==> config.mk <==
export PLATFORM = sky130hd
export DESIGN_NAME = spectrum_to_mel
export DESIGN_NICKNAME = d
export VERILOG_FILES = /design/src/hw/ap_pkg.sv /design/src/hw/spectrum_to_mel.sv /design/src/hw/band_accumulator.sv /design/src/hw/magnitude.sv /design/src/hw/int_sqrt.sv
export VERILOG_INCLUDE_DIRS = /design/src /design/src/hw
export SDC_FILE = /design/constraint.sdc
export NUM_CORES = 2
export LEC_CHECK = 0
export ABC_AREA = 1
export BUFFER_PORTS_ARGS = -buffer_cell sky130_fd_sc_hd__buf_2
export CAP_MARGIN = 0
export CORE_ASPECT_RATIO = 0.7
export CORE_MARGIN = 1
export CORE_UTILIZATION = 60
export CTS_CLUSTER_DIAMETER = 40
export DETAILED_ROUTE_END_ITERATION = 16
export GPL_ROUTABILITY_DRIVEN = 0
export PLACE_DENSITY_LB_ADDON = 0.1
export SETUP_SLACK_MARGIN = 0.1
export SYNTH_ARGS = -nofsm -noshare
export SYNTH_HDL_FRONTEND = slang
export SYNTH_SLANG_ARGS = --single-unit
==> constraint.sdc <==
create_clock -name clk -period 6.7 [get_ports clk]
set_input_delay 0.335 -clock clk [delete_from_list [all_inputs] [get_ports clk]]
set_output_delay 0.335 -clock clk [all_outputs]
set_load 0.01 [all_outputs]
==> src/hw/ap_defines.svh <==
// width, count and pipeline depth macros for the fft to mel band path
`ifndef AP_DEFINES_SVH
`define AP_DEFINES_SVH

// ------------------------------
// data widths
// ------------------------------
`define AP_FFT_WIDTH 16      // signed re or im part from the fft
`define AP_SQ_WIDTH 33       // re^2 + im^2 without overflow
`define AP_MAG_WIDTH 17      // ceil(AP_SQ_WIDTH / 2)
`define AP_ENERGY_WIDTH 24   // widest band holds 21 full scale magnitudes

// ------------------------------
// frame layout
// ------------------------------
`define AP_NUM_BINS 64       // bins per frame
`define AP_NUM_BANDS 8       // mel-like bands per frame

// ------------------------------
// square root pipeline
// ------------------------------
// one stage per result bit
`define AP_SQRT_STAGES `AP_MAG_WIDTH

// squares + sum ahead of the root
`define AP_PRE_STAGES 2

`endif
==> src/hw/ap_pkg.sv <==
// data types and band edge lookup shared by the mel band path
`default_nettype none

`include "ap_defines.svh"

package ap_pkg;

    // ------------------------------
    // payload types
    // ------------------------------
    typedef logic signed [`AP_FFT_WIDTH-1:0] fft_part_t;   // one fft component
    typedef logic [`AP_SQ_WIDTH-1:0]         sq_t;         // re^2 + im^2
    typedef logic [`AP_MAG_WIDTH-1:0]        mag_t;        // floor(sqrt(sq))
    typedef logic [`AP_ENERGY_WIDTH-1:0]     energy_t;     // sum over one band

    // ------------------------------
    // frame counters
    // ------------------------------
    typedef logic [$clog2(`AP_NUM_BINS)-1:0]  bin_idx_t;   // 0..63
    typedef logic [$clog2(`AP_NUM_BANDS)-1:0] band_idx_t;  // 0..7

    // last bin of each band
    // widths 2 3 4 5 7 9 13 21 grow roughly like the mel scale
    function automatic bin_idx_t band_last_bin(input band_idx_t band);
        bin_idx_t last;
        case (band)
            3'd0:    last = 6'd1;    // bins 0..1
            3'd1:    last = 6'd4;    // bins 2..4
            3'd2:    last = 6'd8;    // bins 5..8
            3'd3:    last = 6'd13;   // bins 9..13
            3'd4:    last = 6'd20;   // bins 14..20
            3'd5:    last = 6'd29;   // bins 21..29
            3'd6:    last = 6'd42;   // bins 30..42
            default: last = bin_idx_t'(`AP_NUM_BINS - 1);  // band 7 ends the frame
        endcase
        return last;
    endfunction

endpackage

`default_nettype wire

==> src/hw/spectrum_to_mel.sv <==
// top level: fft bins in, mel-like band energies out
`timescale 1ns/1ps
`default_nettype none

module spectrum_to_mel (
    input  wire                    clk,
    input  wire                    rst,
    input  wire ap_pkg::fft_part_t in_re,
    input  wire ap_pkg::fft_part_t in_im,
    input  wire                    in_valid,      // one bin per strobe, gaps allowed
    output ap_pkg::band_idx_t      band_idx,
    output ap_pkg::energy_t        band_energy,
    output logic                   band_valid     // 20 cycles after a band's last bin
);

    // ------------------------------
    // bin magnitudes
    // ------------------------------
    ap_pkg::mag_t mag;
    logic         mag_valid;

    magnitude magnitude_i (
        .clk       (clk),
        .rst       (rst),
        .re        (in_re),
        .im        (in_im),
        .in_valid  (in_valid),
        .mag       (mag),         // 19 cycles behind in_valid
        .mag_valid (mag_valid)
    );

    // ------------------------------
    // band sums
    // ------------------------------
    band_accumulator band_accumulator_i (
        .clk         (clk),
        .rst         (rst),
        .mag         (mag),
        .mag_valid   (mag_valid),
        .band_idx    (band_idx),
        .band_energy (band_energy),
        .band_valid  (band_valid)   // one more cycle
    );

endmodule

`default_nettype wire

==> src/hw/band_accumulator.sv <==
// bin counter, per-band magnitude sums and the band result strobe
`timescale 1ns/1ps
`default_nettype none

`include "ap_defines.svh"

module band_accumulator (
    input  wire                clk,
    input  wire                rst,
    input  wire ap_pkg::mag_t  mag,
    input  wire                mag_valid,
    output ap_pkg::band_idx_t  band_idx,      // band that just closed
    output ap_pkg::energy_t    band_energy,   // its complete sum
    output logic               band_valid     // one cycle after the band's last bin
);

    localparam ap_pkg::bin_idx_t LAST_BIN = ap_pkg::bin_idx_t'(`AP_NUM_BINS - 1);

    // ------------------------------
    // frame state
    // ------------------------------
    ap_pkg::bin_idx_t  bin_q;     // bin number of the next magnitude
    ap_pkg::band_idx_t band_q;    // band that bin_q falls into
    ap_pkg::energy_t   acc_q;     // running sum of the open band
    ap_pkg::energy_t   acc_sum;   // acc_q with the incoming magnitude
    logic              band_end;  // incoming bin closes its band

    // zero extend the magnitude to the energy width
    assign acc_sum  = acc_q + {{(`AP_ENERGY_WIDTH-`AP_MAG_WIDTH){1'b0}}, mag};
    assign band_end = (bin_q == ap_pkg::band_last_bin(band_q));

    // ------------------------------
    // accumulate and emit
    // ------------------------------
    always_ff @(posedge clk) begin
        if (rst) begin
            bin_q       <= '0;
            band_q      <= '0;
            acc_q       <= '0;
            band_idx    <= '0;
            band_energy <= '0;
            band_valid  <= 1'b0;
        end else begin
            band_valid <= 1'b0;                 // strobe by default
            if (mag_valid) begin
                bin_q <= bin_q + 1'b1;          // wraps 63 -> 0
                if (band_end) begin
                    band_idx    <= band_q;
                    band_energy <= acc_sum;     // includes the closing bin
                    band_valid  <= 1'b1;
                    acc_q       <= '0;          // fresh sum for the next band
                    band_q      <= band_q + 1'b1;   // wraps 7 -> 0
                end else begin
                    acc_q <= acc_sum;
                end
            end
        end
    end

    // ------------------------------
    // checks
    // ------------------------------
    // band number may only restart where the frame restarts
    a_wrap_together: assert property (
        @(posedge clk) disable iff (rst)
        $changed(band_q) && (band_q == '0) |-> ($past(bin_q) == LAST_BIN) && (bin_q == '0)
    ) else $error("band_accumulator: band wrapped away from the frame end");

endmodule

`default_nettype wire

==> src/hw/magnitude.sv <==
// exact bin magnitude: square, sum, then pipelined integer square root
`timescale 1ns/1ps
`default_nettype none

`include "ap_defines.svh"

module magnitude (
    input  wire                    clk,
    input  wire                    rst,
    input  wire ap_pkg::fft_part_t re,
    input  wire ap_pkg::fft_part_t im,
    input  wire                    in_valid,
    output ap_pkg::mag_t           mag,         // floor(sqrt(re^2 + im^2))
    output logic                   mag_valid    // in_valid delayed by 19 cycles
);

    localparam int PROD_W = 2 * `AP_FFT_WIDTH;

    // largest square, reached only by -32768
    localparam logic [PROD_W-1:0] SQ_MAX = 1 << (PROD_W - 2);

    // ------------------------------
    // stage 1 squares
    // ------------------------------
    logic signed [PROD_W-1:0] re_prod;   // signed full products
    logic signed [PROD_W-1:0] im_prod;
    logic [PROD_W-1:0]        re_sq_q;   // always >= 0 so kept unsigned
    logic [PROD_W-1:0]        im_sq_q;
    logic                     v1_q;

    // ------------------------------
    // stage 2 sum
    // ------------------------------
    ap_pkg::sq_t              sum_q;     // needs one bit over a single square
    logic                     v2_q;

    assign re_prod = re * re;   // operands sign extended to PROD_W
    assign im_prod = im * im;

    // valid pipe in front of the root
    always_ff @(posedge clk) begin
        if (rst) begin
            v1_q <= 1'b0;
            v2_q <= 1'b0;
        end else begin
            v1_q <= in_valid;
            v2_q <= v1_q;
        end
    end

    // data pipe, follows v1_q / v2_q
    always_ff @(posedge clk) begin
        re_sq_q <= $unsigned(re_prod);
        im_sq_q <= $unsigned(im_prod);
        sum_q   <= {1'b0, re_sq_q} + {1'b0, im_sq_q};   // 2^31 max, no wrap
    end

    // ------------------------------
    // square root, 17 more cycles
    // ------------------------------
    int_sqrt int_sqrt_i (
        .clk        (clk),
        .rst        (rst),
        .in         (sum_q),
        .in_valid   (v2_q),
        .root       (mag),
        .root_valid (mag_valid)
    );

    // ------------------------------
    // checks
    // ------------------------------
    // sum_q sizing relies on each square staying at or under 2^30
    a_square_range: assert property (
        @(posedge clk) disable iff (rst)
        v1_q |-> (re_sq_q <= SQ_MAX) && (im_sq_q <= SQ_MAX)
    ) else $error("magnitude: square above (-32768)^2");

endmodule

`default_nettype wire

==> src/hw/int_sqrt.sv <==
// pipelined restoring integer square root, one radicand accepted per cycle
`timescale 1ns/1ps
`default_nettype none

`include "ap_defines.svh"

module int_sqrt (
    input  wire              clk,
    input  wire              rst,
    input  wire ap_pkg::sq_t in,          // radicand
    input  wire              in_valid,
    output ap_pkg::mag_t     root,        // floor(sqrt(in))
    output logic             root_valid
);

    localparam int STAGES = `AP_SQRT_STAGES;  // one result bit per stage
    localparam int RAD_W  = 2 * STAGES;       // radicand padded to whole bit pairs
    localparam int REM_W  = STAGES + 1;       // remainder stays <= 2*root
    localparam int TRY_W  = STAGES + 3;       // shifted remainder plus borrow bit

    // ------------------------------
    // stage registers
    // ------------------------------
    logic [RAD_W-1:0] rad_q  [STAGES-1];  // bit pairs not yet consumed, msb first
    logic [REM_W-1:0] rem_q  [STAGES-1];  // last stage needs no remainder
    ap_pkg::mag_t     root_q [STAGES];    // partial root, grows one bit per stage
    logic             vld_q  [STAGES];

    for (genvar s = 0; s < STAGES; s++) begin : g_stage
        logic [RAD_W-1:0] rad_in;
        logic [REM_W-1:0] rem_in;
        ap_pkg::mag_t     root_in;
        logic             vld_in;
        logic [TRY_W-1:0] rem_sh;   // remainder with next pair brought down
        logic [TRY_W-1:0] trial;    // 4*root + 1
        logic [TRY_W-1:0] diff;
        logic             keep;     // next root bit

        if (s == 0) begin : g_first
            assign rad_in  = {{(RAD_W-`AP_SQ_WIDTH){1'b0}}, in};
            assign rem_in  = '0;
            assign root_in = '0;
            assign vld_in  = in_valid;
        end else begin : g_next
            assign rad_in  = rad_q[s-1];
            assign rem_in  = rem_q[s-1];
            assign root_in = root_q[s-1];
            assign vld_in  = vld_q[s-1];
        end

        assign rem_sh = {rem_in, rad_in[RAD_W-1 -: 2]};
        assign trial  = {1'b0, root_in, 2'b01};
        assign diff   = rem_sh - trial;
        assign keep   = ~diff[TRY_W-1];   // no borrow -> trial bit fits

        // valid travels beside the data
        always_ff @(posedge clk) begin
            if (rst) begin
                vld_q[s] <= 1'b0;
            end else begin
                vld_q[s] <= vld_in;
            end
        end

        always_ff @(posedge clk) begin
            root_q[s] <= {root_in[STAGES-2:0], keep};  // top bit is still zero here
        end

        if (s < STAGES - 1) begin : g_carry
            always_ff @(posedge clk) begin
                rad_q[s] <= rad_in << 2;                  // next pair to the top
                rem_q[s] <= keep ? diff[REM_W-1:0]        // restore on failed trial
                                 : rem_sh[REM_W-1:0];
            end
        end
    end

    assign root       = root_q[STAGES-1];
    assign root_valid = vld_q[STAGES-1];

    // ------------------------------
    // checks
    // ------------------------------
    // first accepted radicand needs all stages before it shows up
    a_no_early_root: assert property (
        @(posedge clk) $fell(rst) |-> !root_valid [*STAGES]
    ) else $error("int_sqrt: root_valid before the pipeline could fill");

endmodule

`default_nettype wire

# Word level (Yosys, flattened, before mapping)
# Memories as Yosys holds them, arrays and structs flattened.
# Index checks and enable logic that the tools add are counted.
dict set report classes {
  addsub 21
  bitwise_logic 35
  mul 2
  reduce_logical 3
  n_mux 39
  n_eq_ne 7
}
# operator n
set ops {}
lappend ops {{$sub A20 B19 Y20} 16}
lappend ops {{$mux W18} 16}
lappend ops {{$mul A16 B16 Y32} 2}
lappend ops {{$pmux W6 S7} 1}
lappend ops {{$add A32 B32 Y33} 1}
lappend ops {{$add A24 B17 Y24} 1}
lappend ops {{$mux W24} 1}
lappend ops {{$mux W1} 21}
lappend ops {{$not A1 Y1} 18}
lappend ops {{$or A1 B1 Y1} 17}
lappend ops {{$eq A3 B3 Y1 const B} 3}
lappend ops {{$add A6 B1 Y6 const B} 1}
lappend ops {{$eq A3 B2 Y1 const B} 2}
lappend ops {{$eq A6 B6 Y1} 1}
lappend ops {{$add A3 B1 Y3 const B} 1}
lappend ops {{$eq A3 B1 Y1 const B} 1}
lappend ops {{$logic_not A3 Y1} 1}
lappend ops {{$reduce_and A2 Y1} 1}
lappend ops {{$reduce_or A2 Y1} 1}
lappend ops {{$sub A1 B1 Y2 const B} 1}
dict set report word_totals {
  register_bits 160
  elab_cells 122
  n_memories 4
  ramBits 1106
  output_inout_bits 28
  in_bits 35
}
# memory words width rd rd_ports_with_merged_regs wr line
set mem_list {}
lappend mem_list {magnitude_i.int_sqrt_i.rad_q 16 32 16 0 16 int_sqrt.sv:24} ;# logic [RAD_W-1:0] rad_q [STAGES-1];
lappend mem_list {magnitude_i.int_sqrt_i.root_q 17 17 17 0 17 int_sqrt.sv:26} ;# ap_pkg::mag_t root_q [STAGES];
lappend mem_list {magnitude_i.int_sqrt_i.rem_q 16 18 16 0 16 int_sqrt.sv:25} ;# logic [REM_W-1:0] rem_q [STAGES-1];
lappend mem_list {magnitude_i.int_sqrt_i.vld_q 17 1 17 0 17 int_sqrt.sv:27} ;# logic vld_q [STAGES];

# Logic depth before layout (Yosys ltp)
dict set report depth {
  depth_word 4
  mapped_depth 28
}

# By module
# Synthesis repeated with hierarchy kept, for this count alone.
dict set report hier_totals {
  hier_cells 7534
  area_unflattened_um2 56725.7
}
# mod seq_area_each_um2 area_per_inst_um2 cells_per_inst n_inst
set modules_own_cells {}
lappend modules_own_cells {int_sqrt 13993.4 29260.6 3840 1}
lappend modules_own_cells {magnitude 1941.9 23403.7 3031 1}
lappend modules_own_cells {band_accumulator 1221.2 4061.4 663 1}

# Least setup slack after synthesis
# No wires, ideal clock.
dict set report synth_timing {
  path_kind {input to register}
  startpoint {input port in_re[3]}
  endpoint {register magnitude_i.re_sq_q[26]}
  setup_ps 72
  n_path_buf 2
  stages 21
  arrival_ps 5662
  slack_ps 967
  cell_sequence {clkbuf_1 clkbuf_1 nand2_1 fa_1 inv_1 fa_1 fa_1 fa_1 fa_1 inv_1 fa_1 inv_1 ha_1 nand2_1 nor2_1 inv_1 nor2_1 nand3_1 or2_2 nand3_1 xor2_1}
}
dict set report synth_between {
  elab_chain_len 1
}
# item line
set synth_lines {}
lappend synth_lines {{start: declaration} spectrum_to_mel.sv:8} ;# input wire ap_pkg::fft_part_t in_re,
lappend synth_lines {{$mul A16 B16 Y32} magnitude.sv:37} ;# assign re_prod = re * re;
lappend synth_lines {{named net magnitude_i.re_prod[26]} magnitude.sv:25} ;# logic signed [PROD_W-1:0] re_prod;
lappend synth_lines {{end signal: assignment} magnitude.sv:53} ;# re_sq_q <= $unsigned(re_prod);
lappend synth_lines {{end: declaration} magnitude.sv:27} ;# logic [PROD_W-1:0] re_sq_q;
# The timed path passes the listed nets, and every way through them passes these cells.
# A chain may end at the register's enable or synchronous reset.

# Worst setup path after layout
dict set report layout_timing {
  startpoint {input port in_re[0]}
  endpoint {register magnitude_i.re_sq_q[17]}
}
# The elaborated chain is that of the path after synthesis.

==> qor.yml <==
outcome:
  status: "finished clean"
routing:
  vias_per_cell: 5.23
  ant_nets: 0
  firstDrtPassIters: 6
  routed_wl_mm: 130
  drt_iter0_markers: 4048
  wl_per_cell_um: 15.7
  num_vias: 43300
  drc: 0
clocking:
  cts_resized: 0
  cts-root-buf: "clkbuf_16"
  clk_pin_slew_ns: 0.06
  htreeDepth: 3
  clockBufferDepth: 3
  tritoncts: "done"
  cts_buffers: 98
  clock_latency_ns: 0.71
  cts_sinks: 857
timing:
  setup_viol: 0
  fin_crit_ns: 5.58
  rsz0062_at_grt: "no"
  finalMaxSlewViolations: 0
  max_clock_freq_ghz: 0.179
  clock_skew_ns: 0.0608
  fin_crit_sh_pct: 83.3
  slew-limit-headroom_pct: 32.1
  tns_ns: 0
  hold_violations: 0
  tightestPinTransition_ns: 1.01
  timing.final.ws_setup_ns: 1.12
global_routing:
  grt_antenna_before_repair: 4
  grt_util_all_layers_pct: 28.6
  grt_first_pass_wirelength_mm: 212
  grt_max_degree: 55
  first_global_vias: 40900
  grt_overflow: 0
worst_setup_path:
  cpPeakStageDelay_ns: 0.53
  end_kind: "flop"
  path_cells: "dlygate4sd3_1 -> buf_2 -> inv_1 -> nand2_1 -> xor2_1 -> ha_1 -> inv_1 -> fa_1 -> inv_1 -> fa_1 -> fa_1 -> fa_1 -> inv_1 -> fa_1 -> inv_1 -> ha_1 -> nand2_1 -> nor2_1 -> inv_1 -> o21ai_0 -> a21oi_1 -> xnor2_1"
  cp_common_cell: "inv_1"
  critical_path_class: "in2reg"
  worstPathArrival_ns: 6.10
  start_kind: "input port"
  cp.required_ns: 7.22
  crit_slowest_cell: "dlygate4sd3_1"
  cp_max_fo: 18
finish:
  nFillCells: 7753
  final_common_cell: "nand2_1"
  nNetsFinal: 7854
  n_antenna_cell: 0
  final_cell_mix: "nand2_1, inv_1, dfxtp_1"
  syn_to_final_growth_pct: 8.84
  layout-drive-gt1-share_pct: 4.27
synthesis:
  ys_seq_area_share_pct: 31.5
  syn_inst: 6923
  ys_ff_latch: 857
  post_synth.cell_area_avg_sq_um: 7.88
  netlist_area_sq_mm: 0.0545
  yosysUniqueCellTypes: 55
  synth_warnings: 0
  ys_async_sr_fraction_pct: 0
  synth_flop_cell: "dfxtp_1"
  synth-edff-count: 0
  synth_nets: 7806
floorplan:
  die_height_um: 254
  start_util_pct: 60.6
  die-area_sq_mm: 0.0921
  die_w_um: 362
  core_area_sq_mm: 0.0900
  io_pins: 63
  row_count: 92
flow_run:
  max_cap_viol_count: 0
place:
  io_buffers: 62
  dp_hpwl_mm: 104
  place_ws_ns: 0.619
hold_path:
  hp-class: "in2reg"
per-stage QoR:
stage               instance area [sq um]  hold slack, ns  util [%]  cells
floorplan                           54500           0.310         -   6923
global placement                    55900           0.310      62.0   8090
detailed placement                  55900           0.312      62.0   8090
CTS                                 59400           0.149      65.9   8274
global route                        59400           0.177      65.9   8274
finish                              59400           0.180      65.9   8274
worst max-delay path, delay by kind of cell:
family | cells | cell delay [ns]
fa+ha+maj | 7 | 3.04
xor+xnor | 2 | 0.56
compound gates | 2 | 0.48
simple gates | 3 | 0.31
buf+inv | 8 | 1.36
path summary, 6_finish.rpt:
| check | end | cells past startpoint | from | slack (ns) |
|---|---|---|---|---|
| setup reg to reg | magnitude_i.int_sqrt_i.rem_q[1][127]$_DFF_P_ | 11 | magnitude_i.int_sqrt_i.root_q[0][240]$_DFF_P_ | 3.57 |
| setup / recovery | magnitude_i.re_sq_q[17]$_DFF_P_ | 22 | in_re[0] | 1.12 |
| hold / removal | magnitude_i.im_sq_q[2]$_DFF_P_ | 3 | in_im[1] | 0.18 |
| hold reg to reg | magnitude_i.int_sqrt_i.rad_q[0][174]$_DFF_P_ | 0 | magnitude_i.int_sqrt_i.rad_q[0][140]$_DFF_P_ | 0.28 |
state kept, by name, indices dropped and copies added, names as in the netlist:
name / flops
band_accumulator_i.acc_q: 24
band_accumulator_i.bin_q: 6
magnitude_i.v2_q: 1
magnitude_i.v1_q: 1
magnitude_i.int_sqrt_i.rem_q: 257
magnitude_i.int_sqrt_i.root_q: 153
magnitude_i.int_sqrt_i.rad_q: 272
magnitude_i.re_sq_q: 31
magnitude_i.int_sqrt_i.vld_q: 17
band_accumulator_i.band_idx: 3
band_accumulator_i.band_q: 3
magnitude_i.sum_q: 33
magnitude_i.im_sq_q: 31
band_accumulator_i.band_valid: 1
band_accumulator_i.band_energy: 24
cell usage after synthesis, types with 12 or more instances:
cell / n / area [sq um]
inv_1: 1337 / 5020
xnor2_1: 92 / 806
dfxtp_1: 857 / 17200
fa_1: 468 / 9370
o211ai_1: 12 / 90.1
o21ai_0: 235 / 1180
nand4_1: 102 / 638
a21oi_1: 307 / 1540
nand2_1: 1784 / 6700
nand2_2: 15 / 93.8
buf_2: 26 / 130
clkbuf_1: 83 / 312
nor3_1: 65 / 325
nor2_1: 481 / 1810
a21boi_0: 12 / 90.1
o21ai_1: 15 / 75.1
ha_1: 380 / 4750
nand3b_1: 20 / 150
nor4_1: 13 / 81.3
o21bai_1: 30 / 225
a21o_1: 26 / 195
xor2_1: 184 / 1610
nand3_1: 270 / 1350
or2_2: 14 / 87.6
per-layer routing:
metal / wire (um) / GRT usage [%] / up-vias
met5: 27 / 0 / -
met1: 64100 / 44.6 / 20300
li1: - / - / 21300
met3: 10800 / 5.05 / 163
met4: 2110 / 5.38 / 4
met2: 53000 / 41.4 / 1530
layout make-up:
type                            instances  area [sq um]  area share, %
Inverter                             1345          5050           8.51
Clock inverter                         66           877           1.48
Clock buffer                          115          2600           4.37
Multi-Input combinational cell       4592         31700           53.4
Tap cell                             1222          1530           2.58
Sequential cell                       857         17200           28.9
Timing Repair Buffer                   77           430          0.725
cell families after synthesis:
group	synth area share, %
AO/OA/AOI/OAI	6.75
XOR/XNOR	4.43
adder cells (fa/ha/maj)	25.9
buffers and inverters	10.4
flip-flops	31.5
other	0.00688
AND/OR/NAND/NOR	21.1
what timing repair did:
action | 4_1_cts | 5_1_grt
endpoints found under the setup margin | 0 | 0
endpoints found under the hold margin | 3 | 0
buffers inserted | 0 | 0
hold buffers | 3 | 0
Power is left out: the tool's default activity adds up to more than one toggle a clock period on the data nets, which glitch-free logic cannot reach.
